===== src/design/issue_pkg.sv =====
`default_nettype none

package issue_pkg;

    // datapath and register index widths
    localparam int XLEN = 32;
    localparam int REG_ADDR_W = 5;

    // reorder buffer sizing, tag 0 is reserved for "value present"
    localparam int ROB_TAG_W = 3;
    localparam int ROB_ENTRIES = 8;

    // rv32i major opcodes
    typedef enum logic [6:0] {
        op_lui   = 7'b0110111,
        op_auipc = 7'b0010111,
        // jumps are only recognized so they can be dropped
        op_jal   = 7'b1101111,
        op_jalr  = 7'b1100111,
        op_br    = 7'b1100011,
        op_load  = 7'b0000011,
        op_store = 7'b0100011,
        op_imm   = 7'b0010011,
        op_reg   = 7'b0110011
    } rv32i_opcode_e;

    // alu operation, follows funct3 with sub and sra in the slt slots
    typedef enum logic [2:0] {
        alu_add = 3'b000,
        alu_sll = 3'b001,
        alu_sra = 3'b010,
        alu_sub = 3'b011,
        alu_xor = 3'b100,
        alu_srl = 3'b101,
        alu_or  = 3'b110,
        alu_and = 3'b111
    } alu_op_e;

    // branch comparisons, straight from funct3
    typedef enum logic [2:0] {
        beq  = 3'b000,
        bne  = 3'b001,
        blt  = 3'b100,
        bge  = 3'b101,
        bltu = 3'b110,
        bgeu = 3'b111
    } branch_funct3_e;

    // where a decoded instruction goes
    typedef enum logic [1:0] {
        ISSUE_NONE = 2'd0,
        ISSUE_ALU  = 2'd1,
        ISSUE_CMP  = 2'd2,
        ISSUE_LSB  = 2'd3
    } issue_class_e;

    // four-phase handshake towards the instruction queue
    typedef enum logic [1:0] {
        HS_IDLE = 2'd0,
        HS_ACK  = 2'd1
    } hs_state_e;

    typedef struct packed {
        logic [XLEN-1:0] pc;
        logic [31:0]     instr;
    } instr_packet_t;

    typedef struct packed {
        rv32i_opcode_e          opcode;
        issue_class_e           iclass;
        alu_op_e                alu_op;
        logic [2:0]             funct3;
        logic [REG_ADDR_W-1:0]  rs1;
        logic [REG_ADDR_W-1:0]  rs2;
        logic [REG_ADDR_W-1:0]  rd;
        logic [XLEN-1:0]        imm;
        logic                   use_pc;
        logic                   use_imm;
        logic                   has_rd;
        logic                   is_store;
    } decoded_instr_t;

    // register file answer, value or tag per source
    typedef struct packed {
        logic [XLEN-1:0]      rs1_value;
        logic [ROB_TAG_W-1:0] rs1_tag;
        logic [XLEN-1:0]      rs2_value;
        logic [ROB_TAG_W-1:0] rs2_tag;
    } regfile_read_t;

    typedef struct packed {
        logic            ready;
        logic [XLEN-1:0] value;
    } rob_entry_t;

    typedef rob_entry_t [ROB_ENTRIES-1:0] rob_arr_t;

    // valid is set when tag is 0
    typedef struct packed {
        logic [XLEN-1:0]      value;
        logic [ROB_TAG_W-1:0] tag;
        logic                 valid;
    } operand_t;

    localparam operand_t OPERAND_ZERO = '{value: '0, tag: '0, valid: 1'b1};

    typedef struct packed {
        logic                 valid;
        alu_op_e              op;
        operand_t             rs1;
        operand_t             rs2;
        logic [ROB_TAG_W-1:0] rob_idx;
    } alu_rs_t;

    typedef struct packed {
        logic                 valid;
        branch_funct3_e       op;
        operand_t             rs1;
        operand_t             rs2;
        logic [XLEN-1:0]      pc;
        logic [XLEN-1:0]      b_imm;
        logic [ROB_TAG_W-1:0] rob_idx;
    } cmp_rs_t;

    typedef struct packed {
        logic                 valid;
        logic                 is_store;
        logic [2:0]           funct3;
        operand_t             base;
        operand_t             data;
        logic [XLEN-1:0]      offset;
        logic [ROB_TAG_W-1:0] tag;
    } lsb_t;

    typedef struct packed {
        logic [XLEN-1:0]       pc;
        rv32i_opcode_e         opcode;
        logic [REG_ADDR_W-1:0] rd;
    } rob_alloc_t;

endpackage

`default_nettype wire


===== src/design/instr_decoder.sv =====
`timescale 1ns/1ps
`default_nettype none

module instr_decoder import issue_pkg::*; (
    input  instr_packet_t  instr_i,
    output decoded_instr_t dec_o
);

    logic [31:0]           instr;
    rv32i_opcode_e         opcode;
    logic [2:0]            funct3;
    logic [6:0]            funct7;
    logic [REG_ADDR_W-1:0] rs1;
    logic [REG_ADDR_W-1:0] rs2;
    logic [REG_ADDR_W-1:0] rd;
    logic [XLEN-1:0]       i_imm;
    logic [XLEN-1:0]       s_imm;
    logic [XLEN-1:0]       b_imm;
    logic [XLEN-1:0]       u_imm;
    logic                  is_slt;
    alu_op_e               alu_op;

    // raw fields
    assign instr  = instr_i.instr;
    assign opcode = rv32i_opcode_e'(instr[6:0]);
    assign funct3 = instr[14:12];
    assign funct7 = instr[31:25];
    assign rs1    = instr[19:15];
    assign rs2    = instr[24:20];
    assign rd     = instr[11:7];

    // sign extended immediates, no j-type needed
    assign i_imm = {{21{instr[31]}}, instr[30:20]};
    assign s_imm = {{21{instr[31]}}, instr[30:25], instr[11:7]};
    assign b_imm = {{20{instr[31]}}, instr[7], instr[30:25], instr[11:8], 1'b0};
    assign u_imm = {instr[31:12], 12'h000};

    // slt and sltu are not dispatched
    assign is_slt = (funct3 == 3'b010) || (funct3 == 3'b011);

    always_comb begin
        case (funct3)
            // sub only exists as a register op
            3'b000: alu_op = (opcode == op_reg && funct7[5]) ? alu_sub : alu_add;
            // shift right picks arithmetic by funct7 bit 5 in both forms
            3'b101: alu_op = funct7[5] ? alu_sra : alu_srl;
            // slt slots would alias sub and sra
            3'b010, 3'b011: alu_op = alu_add;
            default: alu_op = alu_op_e'(funct3);
        endcase
        // upper immediates are plain adds
        if (opcode == op_lui || opcode == op_auipc) begin
            alu_op = alu_add;
        end
    end

    always_comb begin
        dec_o          = '0;
        dec_o.opcode   = opcode;
        dec_o.alu_op   = alu_op;
        dec_o.funct3   = funct3;
        dec_o.rs1      = rs1;
        dec_o.iclass   = ISSUE_NONE;
        case (opcode)
            op_lui, op_auipc: begin
                // rs1 bits are immediate here, do not look them up
                dec_o.rs1     = '0;
                dec_o.imm     = u_imm;
                dec_o.use_imm = 1'b1;
                dec_o.use_pc  = (opcode == op_auipc);
                dec_o.iclass  = (rd != '0) ? ISSUE_ALU : ISSUE_NONE;
            end
            op_imm: begin
                dec_o.imm     = i_imm;
                dec_o.use_imm = 1'b1;
                dec_o.iclass  = (rd != '0 && !is_slt) ? ISSUE_ALU : ISSUE_NONE;
            end
            op_reg: begin
                dec_o.rs2    = rs2;
                dec_o.iclass = (rd != '0 && !is_slt) ? ISSUE_ALU : ISSUE_NONE;
            end
            op_br: begin
                dec_o.rs2    = rs2;
                dec_o.imm    = b_imm;
                dec_o.iclass = ISSUE_CMP;
            end
            op_load: begin
                dec_o.imm    = i_imm;
                dec_o.iclass = (rd != '0) ? ISSUE_LSB : ISSUE_NONE;
            end
            op_store: begin
                dec_o.rs2      = rs2;
                dec_o.imm      = s_imm;
                dec_o.is_store = 1'b1;
                dec_o.iclass   = ISSUE_LSB;
            end
            // jal, jalr and unknown encodings are dropped
            default: begin
                dec_o.rs1 = '0;
            end
        endcase
        // only dispatched alu ops and loads rename their destination
        dec_o.has_rd = (dec_o.iclass == ISSUE_ALU) ||
                       (dec_o.iclass == ISSUE_LSB && !dec_o.is_store);
        dec_o.rd     = dec_o.has_rd ? rd : '0;
    end

endmodule

`default_nettype wire


===== src/design/operand_bypass.sv =====
`timescale 1ns/1ps
`default_nettype none

module operand_bypass import issue_pkg::*; (
    input  regfile_read_t regfile_i,
    input  rob_arr_t      rob_i,
    output operand_t      rs1_op_o,
    output operand_t      rs2_op_o
);

    logic rs1_hit;
    logic rs2_hit;

    // tag pending in regfile but rob already holds the result
    assign rs1_hit = (regfile_i.rs1_tag != '0) && rob_i[regfile_i.rs1_tag].ready;
    assign rs2_hit = (regfile_i.rs2_tag != '0) && rob_i[regfile_i.rs2_tag].ready;

    always_comb begin
        if (rs1_hit) begin
            rs1_op_o.value = rob_i[regfile_i.rs1_tag].value;
            rs1_op_o.tag   = '0;
        end else begin
            rs1_op_o.value = regfile_i.rs1_value;
            rs1_op_o.tag   = regfile_i.rs1_tag;
        end
        rs1_op_o.valid = (rs1_op_o.tag == '0);

        if (rs2_hit) begin
            rs2_op_o.value = rob_i[regfile_i.rs2_tag].value;
            rs2_op_o.tag   = '0;
        end else begin
            rs2_op_o.value = regfile_i.rs2_value;
            rs2_op_o.tag   = regfile_i.rs2_tag;
        end
        rs2_op_o.valid = (rs2_op_o.tag == '0);
    end

    // a tag that leaves here must still be waiting on the rob
    always_comb begin
        if (rs1_op_o.tag != '0) begin
            assert (!rob_i[rs1_op_o.tag].ready)
                else $error("rs1 forwarded tag %0d already ready", rs1_op_o.tag);
        end
        if (rs2_op_o.tag != '0) begin
            assert (!rob_i[rs2_op_o.tag].ready)
                else $error("rs2 forwarded tag %0d already ready", rs2_op_o.tag);
        end
    end

endmodule

`default_nettype wire


===== src/design/issue_ctrl.sv =====
`timescale 1ns/1ps
`default_nettype none

module issue_ctrl import issue_pkg::*; (
    input  logic                  clk,
    input  logic                  rst,
    input  logic                  instr_req_i,
    input  decoded_instr_t        dec_i,
    input  logic [XLEN-1:0]       pc_i,
    input  operand_t              rs1_op_i,
    input  operand_t              rs2_op_i,
    input  logic [ROB_TAG_W-1:0]  rob_free_tag_i,
    input  logic                  alu_full_i,
    input  logic                  cmp_full_i,
    input  logic                  lsb_full_i,
    output logic                  instr_ack_o,
    output alu_rs_t               alu_o,
    output cmp_rs_t               cmp_o,
    output lsb_t                  lsb_o,
    output logic                  rob_write_o,
    output rob_alloc_t            rob_alloc_o,
    output logic                  rename_en_o,
    output logic [REG_ADDR_W-1:0] rename_rd_o,
    output logic [ROB_TAG_W-1:0]  rename_tag_o
);

    hs_state_e state;
    logic      station_free;
    logic      issue_go;
    logic      dispatch;
    operand_t  src_a;
    operand_t  src_b;
    alu_rs_t   alu_entry;
    cmp_rs_t   cmp_entry;
    lsb_t      lsb_entry;

    // back-pressure from the target station only
    always_comb begin
        case (dec_i.iclass)
            ISSUE_ALU: station_free = !alu_full_i;
            ISSUE_CMP: station_free = !cmp_full_i;
            ISSUE_LSB: station_free = !lsb_full_i;
            default:   station_free = 1'b1;
        endcase
    end

    // consumed instructions still wait for a free rob tag
    assign issue_go = instr_req_i && (state == HS_IDLE) && station_free &&
                      (rob_free_tag_i != '0);
    assign dispatch = issue_go && (dec_i.iclass != ISSUE_NONE);

    // first operand: pc for auipc, zero for lui, else rs1
    always_comb begin
        if (dec_i.use_pc) begin
            src_a       = OPERAND_ZERO;
            src_a.value = pc_i;
        end else if (dec_i.opcode == op_lui) begin
            src_a = OPERAND_ZERO;
        end else begin
            src_a = rs1_op_i;
        end
        if (dec_i.use_imm) begin
            src_b       = OPERAND_ZERO;
            src_b.value = dec_i.imm;
        end else begin
            src_b = rs2_op_i;
        end
    end

    // station entries, latched only on dispatch
    always_comb begin
        alu_entry.valid   = 1'b1;
        alu_entry.op      = dec_i.alu_op;
        alu_entry.rs1     = src_a;
        alu_entry.rs2     = src_b;
        alu_entry.rob_idx = rob_free_tag_i;

        cmp_entry.valid   = 1'b1;
        cmp_entry.op      = branch_funct3_e'(dec_i.funct3);
        cmp_entry.rs1     = rs1_op_i;
        cmp_entry.rs2     = rs2_op_i;
        cmp_entry.pc      = pc_i;
        cmp_entry.b_imm   = dec_i.imm;
        cmp_entry.rob_idx = rob_free_tag_i;

        lsb_entry.valid    = 1'b1;
        lsb_entry.is_store = dec_i.is_store;
        lsb_entry.funct3   = dec_i.funct3;
        lsb_entry.base     = rs1_op_i;
        // loads carry no data
        lsb_entry.data     = dec_i.is_store ? rs2_op_i : OPERAND_ZERO;
        lsb_entry.offset   = dec_i.imm;
        lsb_entry.tag      = rob_free_tag_i;
    end

    // handshake, ack is high exactly in HS_ACK
    always_ff @(posedge clk) begin
        if (rst) begin
            state <= HS_IDLE;
        end else begin
            case (state)
                HS_IDLE: if (issue_go) state <= HS_ACK;
                HS_ACK:  if (!instr_req_i) state <= HS_IDLE;
                default: state <= HS_IDLE;
            endcase
        end
    end

    assign instr_ack_o = (state == HS_ACK);

    // one-cycle pulses, payload holds until next dispatch
    always_ff @(posedge clk) begin
        if (rst) begin
            alu_o.valid <= 1'b0;
            cmp_o.valid <= 1'b0;
            lsb_o.valid <= 1'b0;
            rob_write_o <= 1'b0;
            rename_en_o <= 1'b0;
        end else begin
            alu_o.valid <= 1'b0;
            cmp_o.valid <= 1'b0;
            lsb_o.valid <= 1'b0;
            rob_write_o <= dispatch;
            rename_en_o <= issue_go && dec_i.has_rd;
            if (dispatch && dec_i.iclass == ISSUE_ALU) alu_o <= alu_entry;
            if (dispatch && dec_i.iclass == ISSUE_CMP) cmp_o <= cmp_entry;
            if (dispatch && dec_i.iclass == ISSUE_LSB) lsb_o <= lsb_entry;
        end
    end

    // rob allocation and rename payload
    always_ff @(posedge clk) begin
        if (dispatch) begin
            rob_alloc_o.pc     <= pc_i;
            rob_alloc_o.opcode <= dec_i.opcode;
            rob_alloc_o.rd     <= dec_i.rd;
            rename_rd_o        <= dec_i.rd;
            rename_tag_o       <= rob_free_tag_i;
        end
    end

    // at most one station gets an entry per cycle
    assert property (@(posedge clk) disable iff (rst)
        $onehot0({alu_o.valid, cmp_o.valid, lsb_o.valid}));

    // a pulse implies its station had room at the issue edge
    assert property (@(posedge clk) disable iff (rst)
        (!alu_o.valid || !$past(alu_full_i)) &&
        (!cmp_o.valid || !$past(cmp_full_i)) &&
        (!lsb_o.valid || !$past(lsb_full_i)));

    // ack only answers a pending request
    assert property (@(posedge clk) disable iff (rst)
        $rose(instr_ack_o) |-> $past(instr_req_i));

endmodule

`default_nettype wire


===== src/design/issue_stage.sv =====
`timescale 1ns/1ps
`default_nettype none

module issue_stage import issue_pkg::*; (
    input  logic                  clk,
    input  logic                  rst,
    // instruction queue, four-phase
    input  logic                  instr_req_i,
    input  instr_packet_t         instr_i,
    output logic                  instr_ack_o,
    // register file lookup
    output logic [REG_ADDR_W-1:0] rs1_o,
    output logic [REG_ADDR_W-1:0] rs2_o,
    input  regfile_read_t         regfile_i,
    // reorder buffer state
    input  rob_arr_t              rob_i,
    input  logic [ROB_TAG_W-1:0]  rob_free_tag_i,
    // station back-pressure
    input  logic                  alu_full_i,
    input  logic                  cmp_full_i,
    input  logic                  lsb_full_i,
    // issue results
    output alu_rs_t               alu_o,
    output cmp_rs_t               cmp_o,
    output lsb_t                  lsb_o,
    output logic                  rob_write_o,
    output rob_alloc_t            rob_alloc_o,
    output logic                  rename_en_o,
    output logic [REG_ADDR_W-1:0] rename_rd_o,
    output logic [ROB_TAG_W-1:0]  rename_tag_o
);

    decoded_instr_t dec;
    operand_t       rs1_op;
    operand_t       rs2_op;

    instr_decoder decoder_i (
        .instr_i (instr_i),
        .dec_o   (dec)
    );

    // source indices go straight out to the register file
    assign rs1_o = dec.rs1;
    assign rs2_o = dec.rs2;

    operand_bypass bypass_i (
        .regfile_i (regfile_i),
        .rob_i     (rob_i),
        .rs1_op_o  (rs1_op),
        .rs2_op_o  (rs2_op)
    );

    issue_ctrl ctrl_i (
        .clk            (clk),
        .rst            (rst),
        .instr_req_i    (instr_req_i),
        .dec_i          (dec),
        .pc_i           (instr_i.pc),
        .rs1_op_i       (rs1_op),
        .rs2_op_i       (rs2_op),
        .rob_free_tag_i (rob_free_tag_i),
        .alu_full_i     (alu_full_i),
        .cmp_full_i     (cmp_full_i),
        .lsb_full_i     (lsb_full_i),
        .instr_ack_o    (instr_ack_o),
        .alu_o          (alu_o),
        .cmp_o          (cmp_o),
        .lsb_o          (lsb_o),
        .rob_write_o    (rob_write_o),
        .rob_alloc_o    (rob_alloc_o),
        .rename_en_o    (rename_en_o),
        .rename_rd_o    (rename_rd_o),
        .rename_tag_o   (rename_tag_o)
    );

endmodule

`default_nettype wire


===== config.mk =====
export PLATFORM = sky130hd
export DESIGN_NAME = issue_stage
export DESIGN_NICKNAME = d
export VERILOG_FILES = /design/src/design/issue_pkg.sv /design/src/design/instr_decoder.sv /design/src/design/operand_bypass.sv /design/src/design/issue_ctrl.sv /design/src/design/issue_stage.sv
export SDC_FILE = /design/constraint.sdc
export NUM_CORES = 1
export LEC_CHECK = 0
export BUFFER_PORTS_ARGS = -buffer_cell sky130_fd_sc_hd__buf_2
export CAP_MARGIN = 20
export CELL_PAD_IN_SITES_DETAIL_PLACEMENT = 0
export CELL_PAD_IN_SITES_GLOBAL_PLACEMENT = 2
export CORE_AREA = 2 2 318 320
export CTS_BUF_LIST = sky130_fd_sc_hd__clkbuf_8 sky130_fd_sc_hd__clkbuf_16
export DETAILED_ROUTE_END_ITERATION = 7
export DIE_AREA = 0 0 320 322
export GPL_TIMING_DRIVEN = 0
export PLACE_DENSITY = 0.56
export SETUP_SLACK_MARGIN = 0.2
export SLEW_MARGIN = 20
export SYNTH_ARGS = -nofsm -noshare
export SYNTH_HDL_FRONTEND = slang
export SYNTH_SLANG_ARGS = --single-unit

===== constraint.sdc =====
create_clock -name clk -period 11.1 [get_ports clk]
set_input_delay 1.665 -clock clk [delete_from_list [all_inputs] [get_ports clk]]
set_output_delay 1.665 -clock clk [all_outputs]
set_load 0.01 [all_outputs]

==> Word-level counts from Yosys, hierarchy flattened <==
Index checks and enable logic that the tools add are counted.
{ "word_totals": {"input_bits": 407, "output_inout_bits": 399, "register_bits": 385} }
{ "op_classes": {"n_mux": 31, "eq_ne": 16, "order_cmp": 2, "bitwise": 1, "reduce_logical": 42} }
{ "op_table": {"columns": ["op", "n"], "rows": [
  ["33-bit binary-select mux with 3-bit select", 2],
  ["36-bit two-way mux", 4],
  ["143-bit two-way mux", 1],
  ["32-bit case mux with 4 select lines", 1],
  ["112-bit two-way mux", 1],
  ["79-bit two-way mux", 1],
  ["35-bit two-way mux", 2],
  ["33-bit two-way mux", 2],
  ["7-bit by 6-bit == test with 1-bit output, second input constant", 3],
  ["7-bit by 5-bit == test with 1-bit output, second input constant", 2],
  ["1-bit logical AND", 13],
  ["5-bit two-way mux", 2],
  ["2-bit case mux with 5 select lines", 1],
  ["2-bit OR reduction", 5],
  ["3-bit logical NOT", 3],
  ["3-bit case mux with 3 select lines", 1],
  ["3-bit nonzero test", 3],
  ["3-bit by 4-bit less-than comparator with 1-bit output, second input constant", 2],
  ["2-bit two-way mux", 4],
  ["2-bit AND reduction", 4],
  ["7-bit by 2-bit == test with 1-bit output, second input constant", 1],
  ["7-bit == test, second input constant", 1],
  ["3-bit by 2-bit == test with 1-bit output, second input constant", 2],
  ["3-bit two-way mux", 2],
  ["other kinds (16)", 29]
]} }

==> Longest topological paths before layout <==
Gate-level depths: netlist of run 1.
{ "depth": {"word_depth": 13, "ltp_mapped": 9, "depth_no_buf": 6} }

==> Modules after synthesis <==
A second synthesis of run 1 with hierarchy kept.
{ "unflattened": {"hier_cells": 1155, "hier_area_um2": 18541.5} }
{ "by_module_without_submodules": {"columns": ["module", "n_inst", "cells_each", "area_per_inst_um2", "seq_area_each_um2"], "rows": [
  ["issue_ctrl", 1, 602, 12902.4, 11471.0],
  ["operand_bypass", 1, 437, 4865.9, 0.0],
  ["instr_decoder", 1, 116, 773.2, 0.0]
]} }

==> Worst setup path after synthesis of run 1 <==
Ideal clock, no wire load.
{ "synth_path": {"kind": "input-to-reg", "from": "in instr_i[3] (netlist name)", "to": "reg ctrl_i.rename_tag_o[0] (enable)", "required_time_ns": 10.590, "setup_ns": 0.510, "t_arrival_ns": 6.006, "path_buffers": 1, "path_stages": 6, "slack_ns": 4.584, "cell_sequence": "and4bb_2 > nand2b_1 > clkbuf_1 > o32a_1 > o22a_1 > nor3_1"} }
{ "synth_between": {"elab_chain_cells": 8} }
{ "synth_lines": {"columns": ["element", "line", "rtl"], "rows": [
  ["start, declared", "issue_stage.sv:9", "input instr_packet_t instr_i,"],
  ["7-bit by 5-bit == test with 1-bit output / 7-bit by 6-bit == test with 1-bit output (equally long branches)", "instr_decoder.sv:64", "case (opcode)"],
  ["2-bit OR reduction, on equally long branches", null, null],
  ["2-bit case mux with 5 select lines *", "instr_decoder.sv:64", null],
  ["2-bit == test / 2-bit by 1-bit == test with 1-bit output (equally long branches)", "issue_ctrl.sv:39", "case (dec_i.iclass)"],
  ["1-bit case mux with 3 select lines", "issue_ctrl.sv:39", null],
  ["1-bit logical AND (2 in series)", "issue_ctrl.sv:48", "assign issue_go = instr_req_i && (state == HS_IDLE) && station_free &&"],
  ["1-bit logical AND *", "issue_ctrl.sv:50", "assign dispatch = issue_go && (dec_i.iclass != ISSUE_NONE);"],
  ["via ctrl_i.dispatch", "issue_ctrl.sv:30", "logic dispatch;"],
  ["end signal, assigned", "issue_ctrl.sv:138", "rename_tag_o <= rob_free_tag_i;"],
  ["end, declared", "issue_ctrl.sv:24", "output logic [ROB_TAG_W-1:0] rename_tag_o"]
]} }
Mark *: on every way through the listed nets, which the timed path passes. The rest lies on a longest branch.
A chain may end at the register's enable or synchronous reset.

==> impl_metrics.tcl, run 1 <==
set metrics [dict create \
    final-setup-viol-count 0 \
    tns_ns 0 \
    critPathMaxStageDelay_ns 0.64 \
    number_of_nets_in_the_finished_design 2386 \
    cp_slowest_cell "sky130_fd_sc_hd__o21ai_0" \
    synth.largest_area_cell "sky130_fd_sc_hd__edfxtp_1" \
    post_cts_sizing 0 \
    worst_path_most_repeated_cell "sky130_fd_sc_hd__buf_2" \
    yosys.cell_types.count 56 \
    die_extent_in_y_um 322 \
    achievable-frequency_ghz 0.179 \
    synth.cell_area_um2 18600 \
    design.core.area_um2 99600 \
    placementRows 116 \
    overflow 0 \
    synth_flop_cell "sky130_fd_sc_hd__edfxtp_1" \
    x_dimension_of_the_die_um 320 \
    leakage_nw 10.2 \
    post_drt_via_cell_ratio 4.38 \
    cts_buffers 48 \
    yosys_register_bits 384 \
    first_global_vias 15542 \
    netlist_top_cells_count "sky130_fd_sc_hd__edfxtp_1 (378), sky130_fd_sc_hd__mux4_2 (123), sky130_fd_sc_hd__mux2_2 (94), sky130_fd_sc_hd__a21o_1 (52), sky130_fd_sc_hd__nor2_1 (50)" \
    tritoncts_clock_tree "yes" \
    clock_latency_ns 0.61 \
    flop_to_flop_setup_slack_ns 8.53 \
    transition_time_at_the_pin_with_the_least_slew_margin_ns 1.10 \
    grt_pass1_wl_um 132000 \
    critPathBufInv 5 \
    worst-setup-path-type "in -> out" \
    asyncSetResetFlopFracSynth 0 \
    final_hold_viol_count 0 \
    timing.final.crit_share 0.503 \
    post_cts_buffers 0 \
    syn_inst 1114 \
    synth.area.top_cells "sky130_fd_sc_hd__edfxtp_1 (61%), sky130_fd_sc_hd__mux4_2 (15%), sky130_fd_sc_hd__mux2_2 (5.7%)" \
    clkSinkCount 384 \
    place.gp.congestion 0.827 \
    number_of_synthesized_flops_with_an_enable_pin 378 \
    cap_violations 0 \
    area_delta_synth_final_pct 40.8 \
    cts_max_path_buffers 3 \
    antenna_found_initial 23 \
    hold_path.class "reg -> reg" \
    detail_route.wirelength_um 99200 \
    first_pass_iteration_count_of_the_detailed_router 5 \
    rsz0062_at_grt "false" \
    post_synthesis_sequential_area_ratio 0.616 \
    pre_cts_ws_ns 5.39 \
    critPathLaunchType "input port" \
    ios 806 \
    hold_path_end "ctrl_i.state[0]" \
    post-synth-top-count-cell "sky130_fd_sc_hd__edfxtp_1" \
    initial_core_util 0.187 \
    reg2reg_from "ctrl_i.state[0]" \
    power.density_cell_area_nw_per_um2 144 \
    dr.first_iter.drc_count 1050 \
    hpwlAfterDp_um 81200 \
    ctsRootBufferMaster "sky130_fd_sc_hd__clkbuf_16" \
    h-tree-depth 2 \
    slew_viol_final 0 \
    post-synth-top-area-fraction 0.610 \
    max_slew_margin 0.268 \
    ctsHoldBuffers 0 \
    result_of_the_run "finished, final reports clean" \
    final_layout_size_suffix_gt1_frac 0.581 \
    smallest_setup_slack_after_layout_ns 5.52 \
    hold_start "ctrl_i.state[0]" \
    post_synth.cell_area_avg_um2 16.7 \
    num-fill-cells 10553 \
    reg2regPathDepth 8 \
    port_buffers 798 \
    wl_per_cell_um 29.9 \
    dr_total_vias 14559 \
    required_ns 9.44 \
    power.ir.vdd_worst_uv 141 \
    path_max_fanout 10 \
    ys.warnings.count 0 \
    critical_path.top_delay_family "buffers and inverters" \
    clk_pin_slew_ns 0.05 \
    dieArea_um2 103000 \
    timing.rr.end "ctrl_i.rob_alloc_o[22]" \
    cp_data_arrival_time_ns 3.92 \
    finalClockSkew_ns 0.0105 \
    grt_max_degree 49 \
    syn-num-nets 1521 \
    critPathCaptureType "output pin" \
    timing.critical_path.cells "buf_2 > clkbuf_1 > clkbuf_2 > nand2_1 > o21ai_0 > and2_1 > buf_4 > buf_2" \
    total_power_mw 3.77 \
    hold-path-cell-count 3 \
    tmin_final_ns 5.58 \
    final_antenna_net_count 0 \
    grtUsageTotal 0.187 \
    drc 0 \
]
==> kinds of logic after synthesis <==
family / share of synthesized area
compound gates: 0.0600
buf+inv: 0.0379
flops: 0.616
mux: 0.232
simple gates: 0.0535
==> registers in the layout, indices dropped and copies added (netlist names) <==
register             count
ctrl_i.rob_alloc_o      44
ctrl_i.lsb_o           112
ctrl_i.rename_en_o       1
ctrl_i.state             1
ctrl_i.rename_tag_o      3
ctrl_i.rob_write_o       1
ctrl_i.cmp_o           143
ctrl_i.alu_o            79
==> metrics by stage <==
step	instance area [µm²]	hold WS, ns	util	std cells
after floorplan	18600	0.602	-	1114
after global placement	24200	0.644	0.243	3210
after detailed placement	24500	0.620	0.246	3226
after CTS	26200	0.640	0.263	3313
after global routing	26200	0.684	0.263	3317
final	26200	0.635	0.263	3323
==> worst min-delay path, cell delays in order, from the launching register on <==
cell	delay, ns
sky130_fd_sc_hd__dfxtp_1	0.37
sky130_fd_sc_hd__nand2_1	0.07
sky130_fd_sc_hd__nor2_1	0.07
sky130_fd_sc_hd__or3_1	0.10
==> power by group <==
| group | switching [mW] | internal, mW |
|---|---|---|
| combinational | 0.281 | 0.226 |
| clock | 0.670 | 0.979 |
| sequential | 0.00134 | 1.61 |
==> cells in the final DEF (no fill, tap or decap), drive strengths merged, types with 3 or more instances in the layout <==
cell type,netlist,layout
buf,54,868
a21o,52,52
mux2,94,94
edfxtp,378,378
and2,31,31
a22o,5,5
inv,36,45
nand3,11,11
diode,0,9
clkbuf,47,96
a21oi,31,31
clkinv,0,19
a211oi,19,19
nor3,4,4
o22ai,5,5
o221ai,6,6
dfxtp,6,6
nor3b,32,32
and3,9,9
mux4,129,129
nand2,22,22
mux2i,34,34
nor2b,5,5
nand2b,5,5
bufinv,0,8
clkinvlp,0,3
nor2,50,50
o21ai,16,16
==> worst max-delay path by stage <==
stage                from                      to  slack (ns)  cells past startpoint
6_report       instr_i[5]                rs2_o[3]        5.52                      8
3_5_place_dp   instr_i[5]                rs2_o[3]        5.39                      8
3_3_place_gp   instr_i[6]        ctrl_i.cmp_o[42]        0.37                      7
4_1_cts        instr_i[5]                rs2_o[3]        5.38                      8
2_1_floorplan  instr_i[3]  ctrl_i.rename_tag_o[0]        4.58                      6
5_1_grt        instr_i[5]                rs2_o[3]        5.36                      8
==> routing by layer <==
metal / global-route usage / wire, µm / vias up
li1: - / - / 6238
met1: 0.224 / 39100 / 7533
met2: 0.337 / 51700 / 654
met3: 0.0427 / 6370 / 116
met4: 0.0420 / 1940 / 18
met5: 0 / 94 / -
==> final cells by class <==
type	instances	area (µm²)	share of cell area
Clock buffer	48	1200	0.0458
Inverter	36	135	0.00516
Antenna cell	9	22.5	0.000859
Clock inverter	39	433	0.0165
Tap cell	1298	1620	0.0620
Timing Repair Buffer	815	4270	0.163
Multi-Input combinational cell	593	6470	0.247
Sequential cell	384	11500	0.438
Buffer	101	577	0.0220
(Power assumes the default switching activity.)
==> run 2, diff against run 1 <==
clock period = 5.5 ns   (was 11.1 ns; I/O delays follow)
==> run 2 against run 1 <==
- non-clock buffer count fell by 1
- die area did not move
- critical path type unchanged
- global-route usage barely moved
- clock-buffer cell count rose by 4
- utilization rose by 0.13 points
- hold slack got worse by 0.22 ns
- power rose by 100%
- cell area rose by 0.49%
==> impl_metrics.tcl, run 2 (synthesis gave the netlist of run 1 again) <==
set metrics [dict create \
    final-setup-viol-count 0 \
    timing.final.crit_share 0.800 \
    final_hold_viol_count 0 \
    place.gp.congestion 0.822 \
    post_cts_buffers 0 \
    grt_pass1_wl_um 131000 \
    grtUsageTotal 0.187 \
    hold_path.class "in -> reg" \
    worst_hold_slack_ns 0.411 \
    critPathMaxStageDelay_ns 0.84 \
    internal_power_mw 5.77 \
    power.clock.fraction 0.446 \
    detail_route.wirelength_um 100000 \
    grt_max_degree 45 \
    cp_data_arrival_time_ns 3.58 \
    globalRouteMet1Util 0.218 \
    reg.largest.list "ctrl_i.cmp_o x143, ctrl_i.lsb_o x112, ctrl_i.alu_o x79" \
    power.share.switching 0.252 \
    achievable-frequency_ghz 0.227 \
    ctsRootBufferMaster "sky130_fd_sc_hd__clkbuf_16" \
    design.core.area_um2 99600 \
    die_extent_in_y_um 322 \
    port_buffers 798 \
    dieArea_um2 103000 \
    cts_max_path_buffers 3 \
    dr_total_vias 14523 \
    cap_violations 0 \
    dr.first_iter.drc_count 851 \
    tritoncts_clock_tree "yes" \
    critPathCaptureType "output pin" \
    power.ir.vdd_worst_uv 194 \
    clock_latency_ns 0.61 \
    max_slew_margin 0.201 \
    mostFrequentLayoutCells "sky130_fd_sc_hd__buf_2 (819), sky130_fd_sc_hd__edfxtp_1 (378), sky130_fd_sc_hd__mux4_2 (123)" \
    grt_busiest_layer "met2" \
    power.share.combinational 0.133 \
    timing.critical_path.cells "buf_2 > clkbuf_1 > clkbuf_1 > nand2_1 > o21ai_0 > and2_1 > buf_4 > buf_2" \
    pwr-share-seq 0.421 \
    power.switching_mw 1.95 \
    worst-setup-path-type "in -> out" \
    path_max_fanout 10 \
    placementRows 116 \
    clk_pin_slew_ns 0.06 \
    largest_reg_flops 143 \
    required_ns 4.68 \
    registers.top_by_ff_count "ctrl_i.cmp_o" \
    final_antenna_net_count 0 \
    drc 0 \
    leakage_nw 10.2 \
    first_global_vias 15170 \
    cts_buffers 49 \
    wl_per_cell_um 30.1 \
    cp_slowest_cell "sky130_fd_sc_hd__clkbuf_1" \
    fin_util 0.264 \
    slew_viol_final 0 \
    antenna_found_initial 27 \
    num-fill-cells 10607 \
    power.density_cell_area_nw_per_um2 293 \
    rsz0062_at_grt "false" \
    x_dimension_of_the_die_um 320 \
    tmin_final_ns 4.40 \
    initial_core_util 0.187 \
    number_of_nets_in_the_finished_design 2386 \
    area_delta_synth_final_pct 41.4 \
    h-tree-depth 2 \
    finalClockSkew_ns 0.0110 \
    grt_use_met2 0.331 \
    ctsHoldBuffers 0 \
    critPathLaunchType "input port" \
    result_of_the_run "finished, final reports clean" \
    post_cts_sizing 0 \
    clkSinkCount 384 \
    final_common_cell "sky130_fd_sc_hd__buf_2" \
    transition_time_at_the_pin_with_the_least_slew_margin_ns 1.20 \
    critical_path.top_delay_family "buffers and inverters" \
    global_route.usage.met3 0.0580 \
    hpwlAfterDp_um 81800 \
    ios 806 \
    final_layout_size_suffix_gt1_frac 0.584 \
    first_pass_iteration_count_of_the_detailed_router 6 \
    post_drt_via_cell_ratio 4.37 \
    overflow 0 \
    critPathBufInv 5 \
]
run 2: area by class of cell:
class	count	area (µm²)	share of cell area
Inverter	36	135	0.00513
Clock inverter	38	434	0.0165
Sequential cell	384	11500	0.436
Buffer	101	578	0.0220
Tap cell	1298	1620	0.0617
Antenna cell	11	27.5	0.00105
Multi-Input combinational cell	593	6470	0.246
Clock buffer	52	1280	0.0486
Timing Repair Buffer	814	4310	0.164
run 2: worst reg2reg max path, stage by stage (launching register included):
cell	delay [ns]
sky130_fd_sc_hd__dfxtp_1	0.32
sky130_fd_sc_hd__inv_1	0.05
sky130_fd_sc_hd__o311ai_1	0.27
sky130_fd_sc_hd__nor4_2	0.62
sky130_fd_sc_hd__o211a_4	0.54
sky130_fd_sc_hd__buf_12	0.25
sky130_fd_sc_hd__buf_16	0.29
run 2: power groups by stage:
| stage | logic [mW] | registers (mW) | clock network (mW) |
|---|---|---|---|
| 4_1_cts | 1.05 | 3.25 | 3.54 |
| 6_report | 1.02 | 3.25 | 3.44 |
| 3_5_place_dp | 1.05 | 3.31 | 0 |
| 2_1_floorplan | 0.513 | 3.32 | 0 |
| 5_1_grt | 1.11 | 3.25 | 3.65 |
| 3_3_place_gp | 1.03 | 3.31 | 0 |
run 2: metal layers:
metal / wire length [µm] / part of all wire / vias to the layer above
met5: 94 / 0.00094 / -
met4: 2300 / 0.023 / 16
met3: 8250 / 0.082 / 118
met2: 51300 / 0.51 / 744
met1: 38100 / 0.38 / 7402
li1: - / - / 6243
run 2: worst paths after layout:
kind	startpoint	end	slack [ns]	cells past startpoint
max	instr_i[5]	rs2_o[3]	1.10	8
min	instr_i[6]	ctrl_i.rob_alloc_o[11]	0.41	1
max reg2reg	ctrl_i.state[0]	ctrl_i.lsb_o[8]	2.78	6
min reg2reg	ctrl_i.state[0]	ctrl_i.state[0]	0.62	3
run 2: per-stage QoR:
| stage | worst slack (ns) | area [µm²] | std cells | TNS, ns | total power, mW |
|---|---|---|---|---|---|
| final | 1.10 | 26300 | 3327 | 0 | 7.72 |
| after global routing | 0.927 | 26300 | 3325 | 0 | 8.01 |
| after CTS | 0.966 | 26300 | 3316 | 0 | 7.85 |
| after detailed placement | 0.977 | 24600 | 3226 | 0 | 4.36 |
| after global placement | -2.51 | 24200 | 3210 | -626.69 | 4.35 |
| after floorplan | 0.742 | 18600 | 1114 | 0 | 3.83 |
==> run 3, diff against run 2 <==
clock period = 4.1 ns   (was 5.5 ns; I/O delays follow)
==> run 3 against run 2 <==
- register-to-register slack got worse by 1.5 ns
- utilization fell by 0.26 points
- first-iteration DRC count grew 19%
- sequential cell count unchanged
- non-clock buffer count is 2 lower
- sequential share of layout area is 0.44 points higher
- cell count is essentially flat
- cell area shrank 1.0%
- worst setup slack lost 0.51 ns
- hold slack got worse by 0.20 ns
==> impl_metrics.tcl, run 3 (synthesis gave the netlist of run 1 again) <==
set metrics [dict create \
    reg.largest.list "ctrl_i.cmp_o x143, ctrl_i.lsb_o x112, ctrl_i.alu_o x79" \
    fin_util 0.262 \
    antenna_found_initial 40 \
    flop_to_flop_setup_slack_ns 1.26 \
    hold_start "instr_i[51]" \
    largest_reg_flops 143 \
    placementRows 116 \
    achievable-frequency_ghz 0.284 \
    x_dimension_of_the_die_um 320 \
    final_layout_size_suffix_gt1_frac 0.579 \
    initial_core_util 0.187 \
    dr.first_iter.drc_count 1013 \
    detail_route.wirelength_um 100000 \
    die_extent_in_y_um 322 \
    cp_data_arrival_time_ns 2.90 \
    grt_max_degree 43 \
    layout.area.seq_um2 11500 \
    hold-path-cell-count 1 \
    transition_time_at_the_pin_with_the_least_slew_margin_ns 1.12 \
    clk_pin_slew_ns 0.06 \
    h-tree-depth 2 \
    clkSinkCount 384 \
    critPathCaptureType "output pin" \
    cp_slowest_cell "sky130_fd_sc_hd__o21ai_0" \
    finalClockSkew_ns 0.0126 \
    design.core.area_um2 99600 \
    tritoncts_clock_tree "yes" \
    hold_path_end "ctrl_i.rob_alloc_o[31]" \
    clock_latency_ns 0.60 \
    slew_viol_final 0 \
    wl_per_cell_um 30.1 \
    number_of_nets_in_the_finished_design 2383 \
    registers.top_by_ff_count "ctrl_i.cmp_o" \
    global_route.usage.met3 0.0475 \
    timing.critical_path.cells "buf_2 > clkbuf_1 > clkbuf_2 > nand2_1 > o21ai_0 > and2_1 > buf_4 > buf_2" \
    final_common_cell "sky130_fd_sc_hd__buf_2" \
    mostFrequentLayoutCells "sky130_fd_sc_hd__buf_2 (818), sky130_fd_sc_hd__edfxtp_1 (378), sky130_fd_sc_hd__mux4_2 (123)" \
    reg2regPathDepth 6 \
    final-setup-viol-count 0 \
    critPathLaunchType "input port" \
    dr_total_vias 14391 \
    place.gp.congestion 0.822 \
    rsz0062_at_grt "false" \
    leakage_nw 10.1 \
    timing.rr.end "ctrl_i.lsb_o[36]" \
    power.ir.vdd_worst_uv 278 \
    critPathMaxStageDelay_ns 0.68 \
    post_drt_via_cell_ratio 4.33 \
    multiInputGateArea_um2 6470 \
    power.density_cell_area_nw_per_um2 374 \
    hpwlAfterDp_um 82200 \
    timing.final.crit_share 0.858 \
    cts_max_path_buffers 3 \
    path_max_fanout 10 \
    first_pass_iteration_count_of_the_detailed_router 7 \
    ctsRootBufferMaster "sky130_fd_sc_hd__clkbuf_16" \
    required_ns 3.48 \
    hold_path.class "in -> reg" \
    globalRouteMet1Util 0.225 \
    final_hold_viol_count 0 \
    grt_pass1_wl_um 132000 \
    dieArea_um2 103000 \
    max_slew_margin 0.243 \
    worst_path_most_repeated_cell "sky130_fd_sc_hd__buf_2" \
    tns_ns 0 \
    grt_use_met2 0.341 \
    area_delta_synth_final_pct 40.0 \
    critical_path.startpoint "instr_i[5]" \
    worst-setup-path-type "in -> out" \
    final_antenna_net_count 0 \
    ios 806 \
    first_global_vias 15018 \
    port_buffers 798 \
    result_of_the_run "finished, final reports clean" \
    grt_busiest_layer "met2" \
    drc 0 \
    cts_buffers 48 \
    cap_violations 0 \
    grtUsageTotal 0.188 \
    reg2reg_from "ctrl_i.state[0]" \
    tmin_final_ns 3.52 \
    num-fill-cells 10484 \
    overflow 0 \
]
[run 3: cell types whose count changed in the layout (fill, tap and decap cells not counted), moves of 2 or more]
cell / before / now
sky130_fd_sc_hd__bufinv_16: 8 / 2
sky130_fd_sc_hd__clkbuf_16: 50 / 48
sky130_fd_sc_hd__clkbuf_2: 5 / 7
sky130_fd_sc_hd__clkinv_2: 10 / 6
sky130_fd_sc_hd__clkinvlp_4: 4 / 2
sky130_fd_sc_hd__diode_2: 11 / 16
sky130_fd_sc_hd__inv_1: 39 / 48
[run 3: final cells by class]
class,count,area share
Antenna cell,16,0.00154
Buffer,101,0.0222
Clock buffer,49,0.0466
Clock inverter,37,0.00974
Inverter,36,0.00518
Multi-Input combinational cell,593,0.248
Sequential cell,384,0.440
Tap cell,1298,0.0623
Timing Repair Buffer,812,0.164
[run 3: layer usage]
metal	vias to the layer above	wire (µm)	share of wire
met4	30	1570	0.016
met1	7337	38900	0.39
met3	115	7480	0.075
met2	670	52100	0.52
li1	6239	-	-
met5	-	192	0.0019
[run 3: how the worst max path moves through the flow]
stage,cells after the start,to
finish,8,rs2_o[0]
global route,8,rs2_o[3]
CTS,9,ctrl_i.cmp_o[42]
detailed placement,9,ctrl_i.cmp_o[41]
global placement,7,ctrl_i.cmp_o[43]
floorplan,6,ctrl_i.rename_tag_o[0]
[run 3: per-stage QoR]
stage / cell area (µm²) / std cells / hold slack (ns) / power (mW) / setup slack (ns)
global placement: 24200 / 3210 / 0.620 / 5.82 / -2.57
detailed placement: 24600 / 3224 / 0.598 / 5.83 / -0.468
CTS: 26000 / 3310 / 0.156 / 9.93 / 0.247
global route: 26000 / 3317 / 0.160 / 10.1 / 0.438
finish: 26100 / 3326 / 0.209 / 9.76 / 0.584
floorplan: 18600 / 1114 / 0.602 / 5.14 / 0.0964
[run 3: critical path: cells and delay by family]
| family | cells | cell delay (ns) |
|---|---|---|
| buf+inv | 5 | 1.21 |
| compound gates | 1 | 0.68 |
| simple gates | 2 | 0.39 |
[run 3: repair_timing]
| item | CTS | global route |
|---|---|---|
| hold buffers | 0 | 0 |
| setup endpoints to repair | 0 | 52 |
| setup buffers | 0 | 0 |
| resized for setup | 0 | 1 |
[run 3: where the power goes]
part           internal, mW  switching (mW)  leakage, nW
Clock                  2.28            1.77        0.763
Combinational         0.609           0.746         6.06
Sequential             4.36         0.00344         3.26
Total                  7.24            2.52         10.1
